<file path="src/hw/wcache_pkg.sv">
// Weight cache sizes, widths and controller state type
`default_nettype none

package wcache_pkg;

    // ==================================================
    // Array sizes and widths
    // ==================================================
    localparam int n_port  = 4;     // PE rows
    localparam int port_w  = 2;     // Row number
    localparam int wram_aw = 13;    // Weight RAM address
    localparam int wram_dw = 8;     // Weight word
    localparam int idx_w   = 8;     // Index tag
    localparam int hit_len = 32;    // Hit table entries
    localparam int hit_aw  = 5;     // Hit table slot number

    // Controller states
    typedef enum logic [1:0] {
        st_idle = 2'd0,
        st_cfg  = 2'd1,
        st_work = 2'd2
    } ctrl_state_t;

endpackage

`default_nettype wire

</file>
<file path="src/hw/wcache_ctrl.sv">
// Configuration FSM with bypass flag and index stream ready
`timescale 1ns/1ps
`default_nettype none

module wcache_ctrl (
    input  logic clk,
    input  logic rst_n,
    input  logic cfg_info_vld,
    input  logic cfg_wbuf_ena,
    output logic cfg_info_rdy,
    output logic mtow_dat_rdy,
    output logic state_work,
    output logic bypass
);
    import wcache_pkg::*;

    ctrl_state_t state;
    ctrl_state_t state_nxt;

    always_comb begin
        state_nxt = state;
        case (state)
            st_idle: begin
                if (cfg_info_vld) begin
                    state_nxt = st_cfg;
                end
            end
            st_cfg:  state_nxt = st_work;   // Always one cycle
            st_work: begin
                if (cfg_info_vld) begin
                    state_nxt = st_idle;
                end
            end
            default: state_nxt = st_idle;
        endcase
    end

    always_ff @(posedge clk or negedge rst_n) begin
        if (!rst_n) begin
            state  <= st_idle;
            bypass <= 1'b0;
        end else begin
            state <= state_nxt;
            // Mode is taken on the step into work
            if (state == st_cfg) begin
                bypass <= !cfg_wbuf_ena;
            end
        end
    end

    assign cfg_info_rdy = (state == st_idle);
    assign state_work   = (state == st_work);
    assign mtow_dat_rdy = state_work;   // Index stream only in work

endmodule

`default_nettype wire

</file>
<file path="src/hw/hit_table.sv">
// Hit table with tag preload, miss fill, last access register and per-row lookup
`timescale 1ns/1ps
`default_nettype none

module hit_table (
    input  logic                                                      clk,
    input  logic                                                      rst_n,
    input  logic                                                      state_work,
    input  logic                                                      bypass,
    input  logic                                                      mtow_dat_vld,
    input  logic                                                      mtow_dat_rdy,
    input  logic [wcache_pkg::idx_w-1:0]                              mtow_dat_dat,
    input  logic [wcache_pkg::n_port-1:0]                             ptow_add_vld,
    input  logic [wcache_pkg::n_port-1:0][wcache_pkg::wram_aw-1:0]    ptow_add_add,
    input  logic [wcache_pkg::n_port-1:0][wcache_pkg::idx_w-1:0]      ptow_add_buf,
    input  logic                                                      fill_en,
    input  logic [wcache_pkg::hit_aw-1:0]                             fill_slot,
    input  logic [wcache_pkg::wram_aw-1:0]                            resp_addr,
    input  logic [wcache_pkg::wram_dw-1:0]                            wram_dat_dat,
    input  logic                                                      resp_done,
    output logic [wcache_pkg::n_port-1:0]                             local_hit,
    output logic [wcache_pkg::n_port-1:0][wcache_pkg::wram_dw-1:0]    local_data,
    output logic [wcache_pkg::n_port-1:0]                             tag_match,
    output logic [wcache_pkg::n_port-1:0][wcache_pkg::hit_aw-1:0]     tag_slot
);
    import wcache_pkg::*;

    logic [idx_w-1:0]   tag_mem  [hit_len];
    logic [wram_dw-1:0] data_mem [hit_len];
    logic [hit_len-1:0] tag_vld;
    logic [hit_len-1:0] data_vld;
    logic [hit_aw-1:0]  wr_ptr;         // Round-robin preload slot
    logic               preload_we;
    logic               fill_we;

    logic [wram_aw-1:0] last_addr;
    logic [wram_dw-1:0] last_data;
    logic               last_vld;

    // ==================================================
    // Table update
    // ==================================================
    assign preload_we = state_work && !bypass && mtow_dat_vld && mtow_dat_rdy;
    assign fill_we    = state_work && resp_done && fill_en;

    always_ff @(posedge clk) begin
        if (preload_we) begin
            tag_mem[wr_ptr] <= mtow_dat_dat;
        end
        if (fill_we) begin
            data_mem[fill_slot] <= wram_dat_dat;
        end
    end

    always_ff @(posedge clk or negedge rst_n) begin
        if (!rst_n) begin
            tag_vld  <= '0;
            data_vld <= '0;
            wr_ptr   <= '0;
        end else if (!state_work) begin
            tag_vld  <= '0;
            data_vld <= '0;
            wr_ptr   <= '0;
        end else begin
            if (fill_we) begin
                data_vld[fill_slot] <= 1'b1;
            end
            // New tag starts without data
            if (preload_we) begin
                tag_vld[wr_ptr]  <= 1'b1;
                data_vld[wr_ptr] <= 1'b0;
                wr_ptr           <= wr_ptr + 1'b1;
            end
        end
    end

    // Most recent RAM response
    always_ff @(posedge clk or negedge rst_n) begin
        if (!rst_n) begin
            last_vld <= 1'b0;
        end else if (!state_work) begin
            last_vld <= 1'b0;
        end else if (resp_done) begin
            last_vld <= 1'b1;
        end
    end

    always_ff @(posedge clk) begin
        if (resp_done) begin
            last_addr <= resp_addr;
            last_data <= wram_dat_dat;
        end
    end

    // ==================================================
    // Per-row lookup
    // ==================================================
    always_comb begin
        for (int r = 0; r < n_port; r++) begin
            tag_match[r] = 1'b0;
            tag_slot[r]  = '0;
            // Downward scan so the lowest matching slot is kept
            for (int s = hit_len - 1; s >= 0; s--) begin
                if (tag_vld[s] && tag_mem[s] == ptow_add_buf[r]) begin
                    tag_match[r] = 1'b1;
                    tag_slot[r]  = hit_aw'(s);
                end
            end
        end
    end

    for (genvar r = 0; r < n_port; r++) begin : g_look
        logic tag_hit;
        logic last_hit;

        assign tag_hit  = tag_match[r] && data_vld[tag_slot[r]];
        assign last_hit = last_vld && ptow_add_add[r] == last_addr;

        assign local_hit[r]  = state_work && !bypass && ptow_add_vld[r] && (tag_hit || last_hit);
        assign local_data[r] = last_hit ? last_data : data_mem[tag_slot[r]];    // Last access wins
    end

endmodule

`default_nettype wire

</file>
<file path="src/hw/miss_arbiter.sv">
// Round-robin miss arbiter with RAM address issue and outstanding read tracking
`timescale 1ns/1ps
`default_nettype none

module miss_arbiter (
    input  logic                                                      clk,
    input  logic                                                      rst_n,
    input  logic                                                      state_work,
    input  logic [wcache_pkg::n_port-1:0]                             miss_req,
    input  logic [wcache_pkg::n_port-1:0][wcache_pkg::wram_aw-1:0]    ptow_add_add,
    input  logic [wcache_pkg::n_port-1:0]                             tag_match,
    input  logic [wcache_pkg::n_port-1:0][wcache_pkg::hit_aw-1:0]     tag_slot,
    input  logic                                                      wram_add_rdy,
    input  logic                                                      wram_dat_vld,
    input  logic                                                      wram_dat_rdy,
    output logic                                                      wram_add_vld,
    output logic [wcache_pkg::wram_aw-1:0]                            wram_add_add,
    output logic [wcache_pkg::n_port-1:0]                             miss_grant,
    output logic                                                      resp_pending,
    output logic [wcache_pkg::port_w-1:0]                             resp_port,
    output logic [wcache_pkg::wram_aw-1:0]                            resp_addr,
    output logic                                                      fill_en,
    output logic [wcache_pkg::hit_aw-1:0]                             fill_slot,
    output logic                                                      resp_done
);
    import wcache_pkg::*;

    logic [port_w-1:0] last_port;       // Row of the last grant
    logic [port_w-1:0] pick_port;
    logic              pick_vld;
    logic              issue;
    logic              add_hs;

    // ==================================================
    // Round-robin pick
    // ==================================================
    always_comb begin
        logic [port_w-1:0] cand;
        pick_vld  = 1'b0;
        pick_port = last_port;
        // Nearest row after last_port is assigned last and wins
        for (int k = n_port; k >= 1; k--) begin
            cand = last_port + port_w'(k);
            if (miss_req[cand]) begin
                pick_vld  = 1'b1;
                pick_port = cand;
            end
        end
    end

    assign issue     = state_work && !wram_add_vld && !resp_pending && pick_vld;
    assign add_hs    = wram_add_vld && wram_add_rdy;
    assign resp_done = resp_pending && wram_dat_vld && wram_dat_rdy;
    assign resp_addr = wram_add_add;    // Address stays until the next issue

    // ==================================================
    // Address phase and pending read
    // ==================================================
    always_ff @(posedge clk or negedge rst_n) begin
        if (!rst_n) begin
            wram_add_vld <= 1'b0;
            resp_pending <= 1'b0;
            last_port    <= '0;
            resp_port    <= '0;
            fill_en      <= 1'b0;
        end else if (!state_work) begin
            wram_add_vld <= 1'b0;
            resp_pending <= 1'b0;
        end else begin
            if (add_hs) begin
                wram_add_vld <= 1'b0;
                resp_pending <= 1'b1;
            end else if (issue) begin
                wram_add_vld <= 1'b1;
                last_port    <= pick_port;
                resp_port    <= pick_port;
                fill_en      <= tag_match[pick_port];   // Matched tag has no data yet
            end
            if (resp_done) begin
                resp_pending <= 1'b0;
            end
        end
    end

    always_ff @(posedge clk) begin
        if (issue) begin
            wram_add_add <= ptow_add_add[pick_port];
            fill_slot    <= tag_slot[pick_port];
        end
    end

    // Request accepted on the address handshake
    for (genvar r = 0; r < n_port; r++) begin : g_grant
        assign miss_grant[r] = add_hs && resp_port == port_w'(r);
    end

endmodule

`default_nettype wire

</file>
<file path="src/hw/port_return.sv">
// Per-row hit output registers, RAM data steering and request ready
`timescale 1ns/1ps
`default_nettype none

module port_return (
    input  logic                                                      clk,
    input  logic                                                      rst_n,
    input  logic                                                      state_work,
    input  logic [wcache_pkg::n_port-1:0]                             ptow_add_vld,
    input  logic [wcache_pkg::n_port-1:0]                             ptow_dat_rdy,
    input  logic [wcache_pkg::n_port-1:0]                             local_hit,
    input  logic [wcache_pkg::n_port-1:0][wcache_pkg::wram_dw-1:0]    local_data,
    input  logic [wcache_pkg::n_port-1:0]                             miss_grant,
    input  logic                                                      resp_pending,
    input  logic [wcache_pkg::port_w-1:0]                             resp_port,
    input  logic                                                      wram_dat_vld,
    input  logic [wcache_pkg::wram_dw-1:0]                            wram_dat_dat,
    output logic [wcache_pkg::n_port-1:0]                             miss_req,
    output logic [wcache_pkg::n_port-1:0]                             ptow_add_rdy,
    output logic [wcache_pkg::n_port-1:0]                             ptow_dat_vld,
    output logic [wcache_pkg::n_port-1:0][wcache_pkg::wram_dw-1:0]    ptow_dat_dat,
    output logic                                                      wram_dat_rdy
);
    import wcache_pkg::*;

    // RAM side follows the pending row
    assign wram_dat_rdy = state_work && resp_pending && ptow_dat_rdy[resp_port];

    for (genvar r = 0; r < n_port; r++) begin : g_row
        logic               resp_here;  // This row owns the pending read
        logic               hit_acc;
        logic               reg_vld;
        logic [wram_dw-1:0] reg_dat;

        assign resp_here = resp_pending && resp_port == port_w'(r);

        // Hit taken when the register is empty or drains this cycle
        assign hit_acc = local_hit[r] && !resp_here && (!reg_vld || ptow_dat_rdy[r]);

        // A waiting word or miss blocks the row so data stays in order
        assign miss_req[r] = state_work && ptow_add_vld[r] && !local_hit[r]
                             && !resp_here && !reg_vld;

        assign ptow_add_rdy[r] = hit_acc || miss_grant[r];

        // ==================================================
        // Hit output register
        // ==================================================
        always_ff @(posedge clk or negedge rst_n) begin
            if (!rst_n) begin
                reg_vld <= 1'b0;
            end else if (!state_work) begin
                reg_vld <= 1'b0;
            end else if (hit_acc) begin
                reg_vld <= 1'b1;
            end else if (ptow_dat_rdy[r]) begin
                reg_vld <= 1'b0;
            end
        end

        always_ff @(posedge clk) begin
            if (hit_acc) begin
                reg_dat <= local_data[r];
            end
        end

        // RAM word has priority on its own row
        assign ptow_dat_vld[r] = state_work && (resp_here ? wram_dat_vld : reg_vld);
        assign ptow_dat_dat[r] = resp_here ? wram_dat_dat : reg_dat;
    end

endmodule

`default_nettype wire

</file>
<file path="src/hw/wcache_top.sv">
// Weight cache top level with controller, hit table, miss arbiter and row return
`timescale 1ns/1ps
`default_nettype none

module wcache_top (
    input  logic                                                      clk,
    input  logic                                                      rst_n,
    input  logic                                                      cfg_info_vld,
    output logic                                                      cfg_info_rdy,
    input  logic                                                      cfg_wbuf_ena,
    input  logic                                                      mtow_dat_vld,
    output logic                                                      mtow_dat_rdy,
    input  logic [wcache_pkg::idx_w-1:0]                              mtow_dat_dat,
    input  logic [wcache_pkg::n_port-1:0]                             ptow_add_vld,
    output logic [wcache_pkg::n_port-1:0]                             ptow_add_rdy,
    input  logic [wcache_pkg::n_port-1:0][wcache_pkg::wram_aw-1:0]    ptow_add_add,
    input  logic [wcache_pkg::n_port-1:0][wcache_pkg::idx_w-1:0]      ptow_add_buf,
    output logic [wcache_pkg::n_port-1:0]                             ptow_dat_vld,
    input  logic [wcache_pkg::n_port-1:0]                             ptow_dat_rdy,
    output logic [wcache_pkg::n_port-1:0][wcache_pkg::wram_dw-1:0]    ptow_dat_dat,
    output logic                                                      wram_add_vld,
    input  logic                                                      wram_add_rdy,
    output logic [wcache_pkg::wram_aw-1:0]                            wram_add_add,
    input  logic                                                      wram_dat_vld,
    output logic                                                      wram_dat_rdy,
    input  logic [wcache_pkg::wram_dw-1:0]                            wram_dat_dat
);
    import wcache_pkg::*;

    logic                             state_work;
    logic                             bypass;
    logic [n_port-1:0]                local_hit;
    logic [n_port-1:0][wram_dw-1:0]   local_data;
    logic [n_port-1:0]                tag_match;
    logic [n_port-1:0][hit_aw-1:0]    tag_slot;
    logic [n_port-1:0]                miss_req;
    logic [n_port-1:0]                miss_grant;
    logic                             resp_pending;
    logic [port_w-1:0]                resp_port;
    logic [wram_aw-1:0]               resp_addr;
    logic                             fill_en;
    logic [hit_aw-1:0]                fill_slot;
    logic                             resp_done;

    wcache_ctrl u_ctrl (
        .clk          (clk),
        .rst_n        (rst_n),
        .cfg_info_vld (cfg_info_vld),
        .cfg_wbuf_ena (cfg_wbuf_ena),
        .cfg_info_rdy (cfg_info_rdy),
        .mtow_dat_rdy (mtow_dat_rdy),
        .state_work   (state_work),
        .bypass       (bypass)
    );

    hit_table u_hit (
        .clk          (clk),
        .rst_n        (rst_n),
        .state_work   (state_work),
        .bypass       (bypass),
        .mtow_dat_vld (mtow_dat_vld),
        .mtow_dat_rdy (mtow_dat_rdy),
        .mtow_dat_dat (mtow_dat_dat),
        .ptow_add_vld (ptow_add_vld),
        .ptow_add_add (ptow_add_add),
        .ptow_add_buf (ptow_add_buf),
        .fill_en      (fill_en),
        .fill_slot    (fill_slot),
        .resp_addr    (resp_addr),
        .wram_dat_dat (wram_dat_dat),
        .resp_done    (resp_done),
        .local_hit    (local_hit),
        .local_data   (local_data),
        .tag_match    (tag_match),
        .tag_slot     (tag_slot)
    );

    miss_arbiter u_arb (
        .clk          (clk),
        .rst_n        (rst_n),
        .state_work   (state_work),
        .miss_req     (miss_req),
        .ptow_add_add (ptow_add_add),
        .tag_match    (tag_match),
        .tag_slot     (tag_slot),
        .wram_add_rdy (wram_add_rdy),
        .wram_dat_vld (wram_dat_vld),
        .wram_dat_rdy (wram_dat_rdy),
        .wram_add_vld (wram_add_vld),
        .wram_add_add (wram_add_add),
        .miss_grant   (miss_grant),
        .resp_pending (resp_pending),
        .resp_port    (resp_port),
        .resp_addr    (resp_addr),
        .fill_en      (fill_en),
        .fill_slot    (fill_slot),
        .resp_done    (resp_done)
    );

    port_return u_ret (
        .clk          (clk),
        .rst_n        (rst_n),
        .state_work   (state_work),
        .ptow_add_vld (ptow_add_vld),
        .ptow_dat_rdy (ptow_dat_rdy),
        .local_hit    (local_hit),
        .local_data   (local_data),
        .miss_grant   (miss_grant),
        .resp_pending (resp_pending),
        .resp_port    (resp_port),
        .wram_dat_vld (wram_dat_vld),
        .wram_dat_dat (wram_dat_dat),
        .miss_req     (miss_req),
        .ptow_add_rdy (ptow_add_rdy),
        .ptow_dat_vld (ptow_dat_vld),
        .ptow_dat_dat (ptow_dat_dat),
        .wram_dat_rdy (wram_dat_rdy)
    );

endmodule

`default_nettype wire

</file>
<file path="config.mk">
export PLATFORM = sky130hd
export DESIGN_NAME = wcache_top
export DESIGN_NICKNAME = d
export VERILOG_FILES = /design/src/hw/wcache_pkg.sv /design/src/hw/wcache_ctrl.sv /design/src/hw/hit_table.sv /design/src/hw/miss_arbiter.sv /design/src/hw/port_return.sv /design/src/hw/wcache_top.sv
export SDC_FILE = /design/constraint.sdc
export NUM_CORES = 2
export LEC_CHECK = 0
export BUFFER_PORTS_ARGS = -buffer_cell sky130_fd_sc_hd__buf_2
export CAP_MARGIN = 15
export CORE_ASPECT_RATIO = 1.25
export CORE_MARGIN = 3
export CORE_UTILIZATION = 34
export DETAILED_ROUTE_END_ITERATION = 8
export MAX_ROUTING_LAYER = met4
export PLACE_DENSITY_LB_ADDON = 0.15
export SYNTH_ARGS = -nofsm -noshare
export SYNTH_HDL_FRONTEND = slang
export SYNTH_SLANG_ARGS = --single-unit
</file>
<file path="constraint.sdc">
create_clock -name clk -period 6.1 [get_ports clk]
set_input_delay 0 -clock clk [delete_from_list [all_inputs] [get_ports clk]]
set_output_delay 0 -clock clk [all_outputs]
set_load 0.01 [all_outputs]
</file>
==> results.md <==
* Status: completed
* Number of synthesized flops with an enable pin at 583
* Clk slew on worst S/H paths at 0.06 ns
* Die width at 349.2 um
* Vias/cell at 5.836
* Max-cap check violation count at 0
* CP max-delay cell: or4_1
* Syn Std Cell Area at 50060 um2
* Critical Path Start Type: register
* Core area at 145400 um2
* DIE AREA at 151900 um2
* Switch Pwr at 3581 uW
* Sw frac at 28.43%
* Fin crit period at 5.976 ns
* CTS Sinks at 665
* Cell Chain, Critical Path: xor2_1 > nor3_1 > nand4_1 > buf_4 > nand4b_1 > nand3b_1 > a31oi_1 > o31ai_4 > buf_4 > nand2_1 > o22ai_1 > o31ai_2 > a41oi_2 > o211a_1 > or4_1 > nand4bb_4 > nand2_4 > xnor2_4 > buf_12 > buf_12 > mux4_1
* # rows at 156
* Cell leakage power at 0.01921 uW
* Comb pwr share at 18.3%
* Ys async rst share at 12.33%
* Avg Cell Area, Syn at 9.504 um2
* Clock share of power at 40.8%
* Syn Inst Count at 5267
* Top delay family on crit path: simple AND/OR/NAND/NOR gates
* I/O Buffers at 171
* Number of antenna violations at the first check in global routing at 5
* GPL Wtd Cong at 0.9740
* Vias in the first global route at 42823
* Pin count of the biggest net entering global routing at 113
* Critical Path Fanout Max at 6
* Slew margin rel. at 19.08%
* Fin crit share at 97.97%
* Global-route wire length before repair at 318600 um
* CTS tree: yes
* Routed WL at 227900 um
* Setup crit end kind: register
* #FFs+latches synth at 665
* Commonest non-fill, non-tap cells in the layout: 922 x xnor2_1, 683 x nand2_1, 583 x edfxtp_1, 333 x nor2_1
* CTS buffer count at 81
* Pins Over Slew Limit at 0
* Clk_skew at 0.05117 ns
* Synth cell types at 96
* Hold WS at 0.02398 ns
* Fmax at 167.3 MHz
* Reg power frac at 40.8%
* DR iter-0 viols at 4315
* Required time of the critical path at 6.51 ns
* Final core occ at 40.13%
* Pre-antenna DRT Iters at 6
* DRC at 0
* HPWL Detailed at 155300 um
* DR vias at 43597
* # setup viols final at 0
* Total buffers and inverters traversed by the critical path at 4
* Worst path arrival time at 6.38 ns
* Skew-Pair Late Insertion Delay at 0.71 ns
* Kind of critical path: register to register
* Commonest non-fill, non-tap cell in the layout: xnor2_1
* # IOs at 172
* Post-route ant nets at 0
* Root Driver: clkbuf_16
* Clock Path Buffers at 3
* Die Y at 435.0 um
* Post-DR wirelength/cell at 30.51 um
* Power per cell area at 215.8 nW/um2
* Post-synthesis sequential area ratio at 39.07%
* Post-Syn Nets at 5390
* CTS HTree Levels at 3
* Hold Path Class: primary input to register
* Slew @ Worst Pin at 1.209 ns
* GRT Total Usage at 29.94%
* Initial Util at 34.42%
* Synth Flop Type: edfxtp_1
* Layout area overhead at 16.58%
* Yosys warns at 0
* Grt total ovfl at 0
* Final #Nets at 5629
* Worst vdd ir at 0.0001952 V
* Endpoints failing hold at 0
* Max incr delay on CP at 0.55 ns
* Layout cells sized above 1 at 17.16%
* Int Power at 9014 uW
[area by class of cell]
cell class | instances | area (um2)
well taps | 1896 | 2372
flip-flops and latches | 665 | 19560
clock inverters | 49 | 604.3
repair buffers | 632 | 5248
inverters | 29 | 111.4
diodes | 2 | 5.005
clock buffers | 100 | 2170
multi-input cells | 4097 | 28280
fillers | 14312 | 87060
[sequential cells by signal, indices dropped and copies added, names as in the netlist]
name and flops:
u_hit.data_mem 256, u_hit.tag_mem 256, u_hit.data_vld 32, u_hit.tag_vld 32, u_ret.g_row.reg_dat 32, u_arb.resp_addr 13, u_hit.last_addr 13, u_hit.last_data 8
u_arb.fill_slot 5, u_hit.wr_ptr 5, u_ret.g_row.reg_vld 4, u_arb.resp_port 2, u_ctrl.state 2, u_arb.fill_en 1, u_arb.resp_pending 1, u_arb.wram_add_vld 1
u_ctrl.bypass 1, u_hit.last_vld 1
[per-layer routing]
metal / up-vias / global-route usage [%] / part of all wire [%]
met5: - / - / 0
met1: 21645 / 35.21 / 38
li1: 19170 / - / -
met2: 2083 / 48.44 / 47
met3: 699 / 3.800 / 6.5
met4: 0 / 18.92 / 7.6
[power by group through the flow]
stage / Combinational, uW / Clock [uW] / Sequential [uW]
after CTS: 2110 / 5230 / 5140
after floorplan: 1260 / 0 / 5190
after global placement: 2050 / 0 / 5230
final: 2310 / 5140 / 5140
after detailed placement: 2070 / 0 / 5230
after global routing: 2420 / 5400 / 5150
[final timing paths]
| check | startpoint | to | slack [ns] | depth (start not counted) |
|---|---|---|---|---|
| setup reg to reg | u_hit.tag_mem[30][7] | u_arb.fill_slot[4] | 0.12 | 21 |
| min in group asynchronous | rst_n | u_hit.tag_vld[19] | 0.49 | 4 |
| hold / removal | mtow_dat_dat[1] | u_hit.tag_mem[24][1] | 0.02 | 2 |
| max in group asynchronous | rst_n | u_hit.tag_vld[7] | 4.87 | 4 |
| hold reg to reg | u_arb.resp_addr[2] | u_hit.last_addr[2] | 0.45 | 0 |
| setup / recovery | u_hit.tag_mem[30][7] | u_arb.fill_slot[4] | 0.12 | 21 |
[synthesized netlist by cell type (82+ instances only)]
cell | number | area share, %
xor2_1 | 152 | 2.7
o211ai_1 | 126 | 1.9
nand2_1 | 684 | 5.1
nor3_1 | 205 | 2.0
nand3_1 | 321 | 3.2
mux2i_1 | 315 | 6.3
nor2_1 | 348 | 2.6
xnor2_1 | 922 | 16
a21oi_1 | 112 | 1.1
dfrtp_1 | 82 | 4.1
clkbuf_1 | 260 | 1.9
mux2_2 | 168 | 3.8
nand4_1 | 168 | 2.1
edfxtp_1 | 583 | 35
[through the flow]
stage,cell area (um2),total power (uW),setup slack (ns),setup TNS [ns],cells
6_report,58350,12600,0.1239,0,7470
5_1_grt,58350,12970,-0.03448,-0.07672,7469
4_1_cts,58100,12480,0.06295,0,7455
3_5_place_dp,54490,7303,0.06111,0,7224
3_3_place_gp,54480,7281,0.09562,0,7223
2_1_floorplan,50060,6451,0.7716,0,5267
[kinds of logic after synthesis]
group | synth area share [%]
simple gates | 18.33
flops | 39.07
fa+ha+maj | 0.2000
mux | 11.02
buf+inv | 4.849
compound gates | 7.416
xor+xnor | 19.11
[repair_timing]
action,4_1_cts,5_1_grt
setup buffers,0,6
resized for setup,0,16
setup endpoints to repair,0,19
hold endpoints to repair,403,8
hold buffers,82,1
Power figures use the tool's default switching activity.
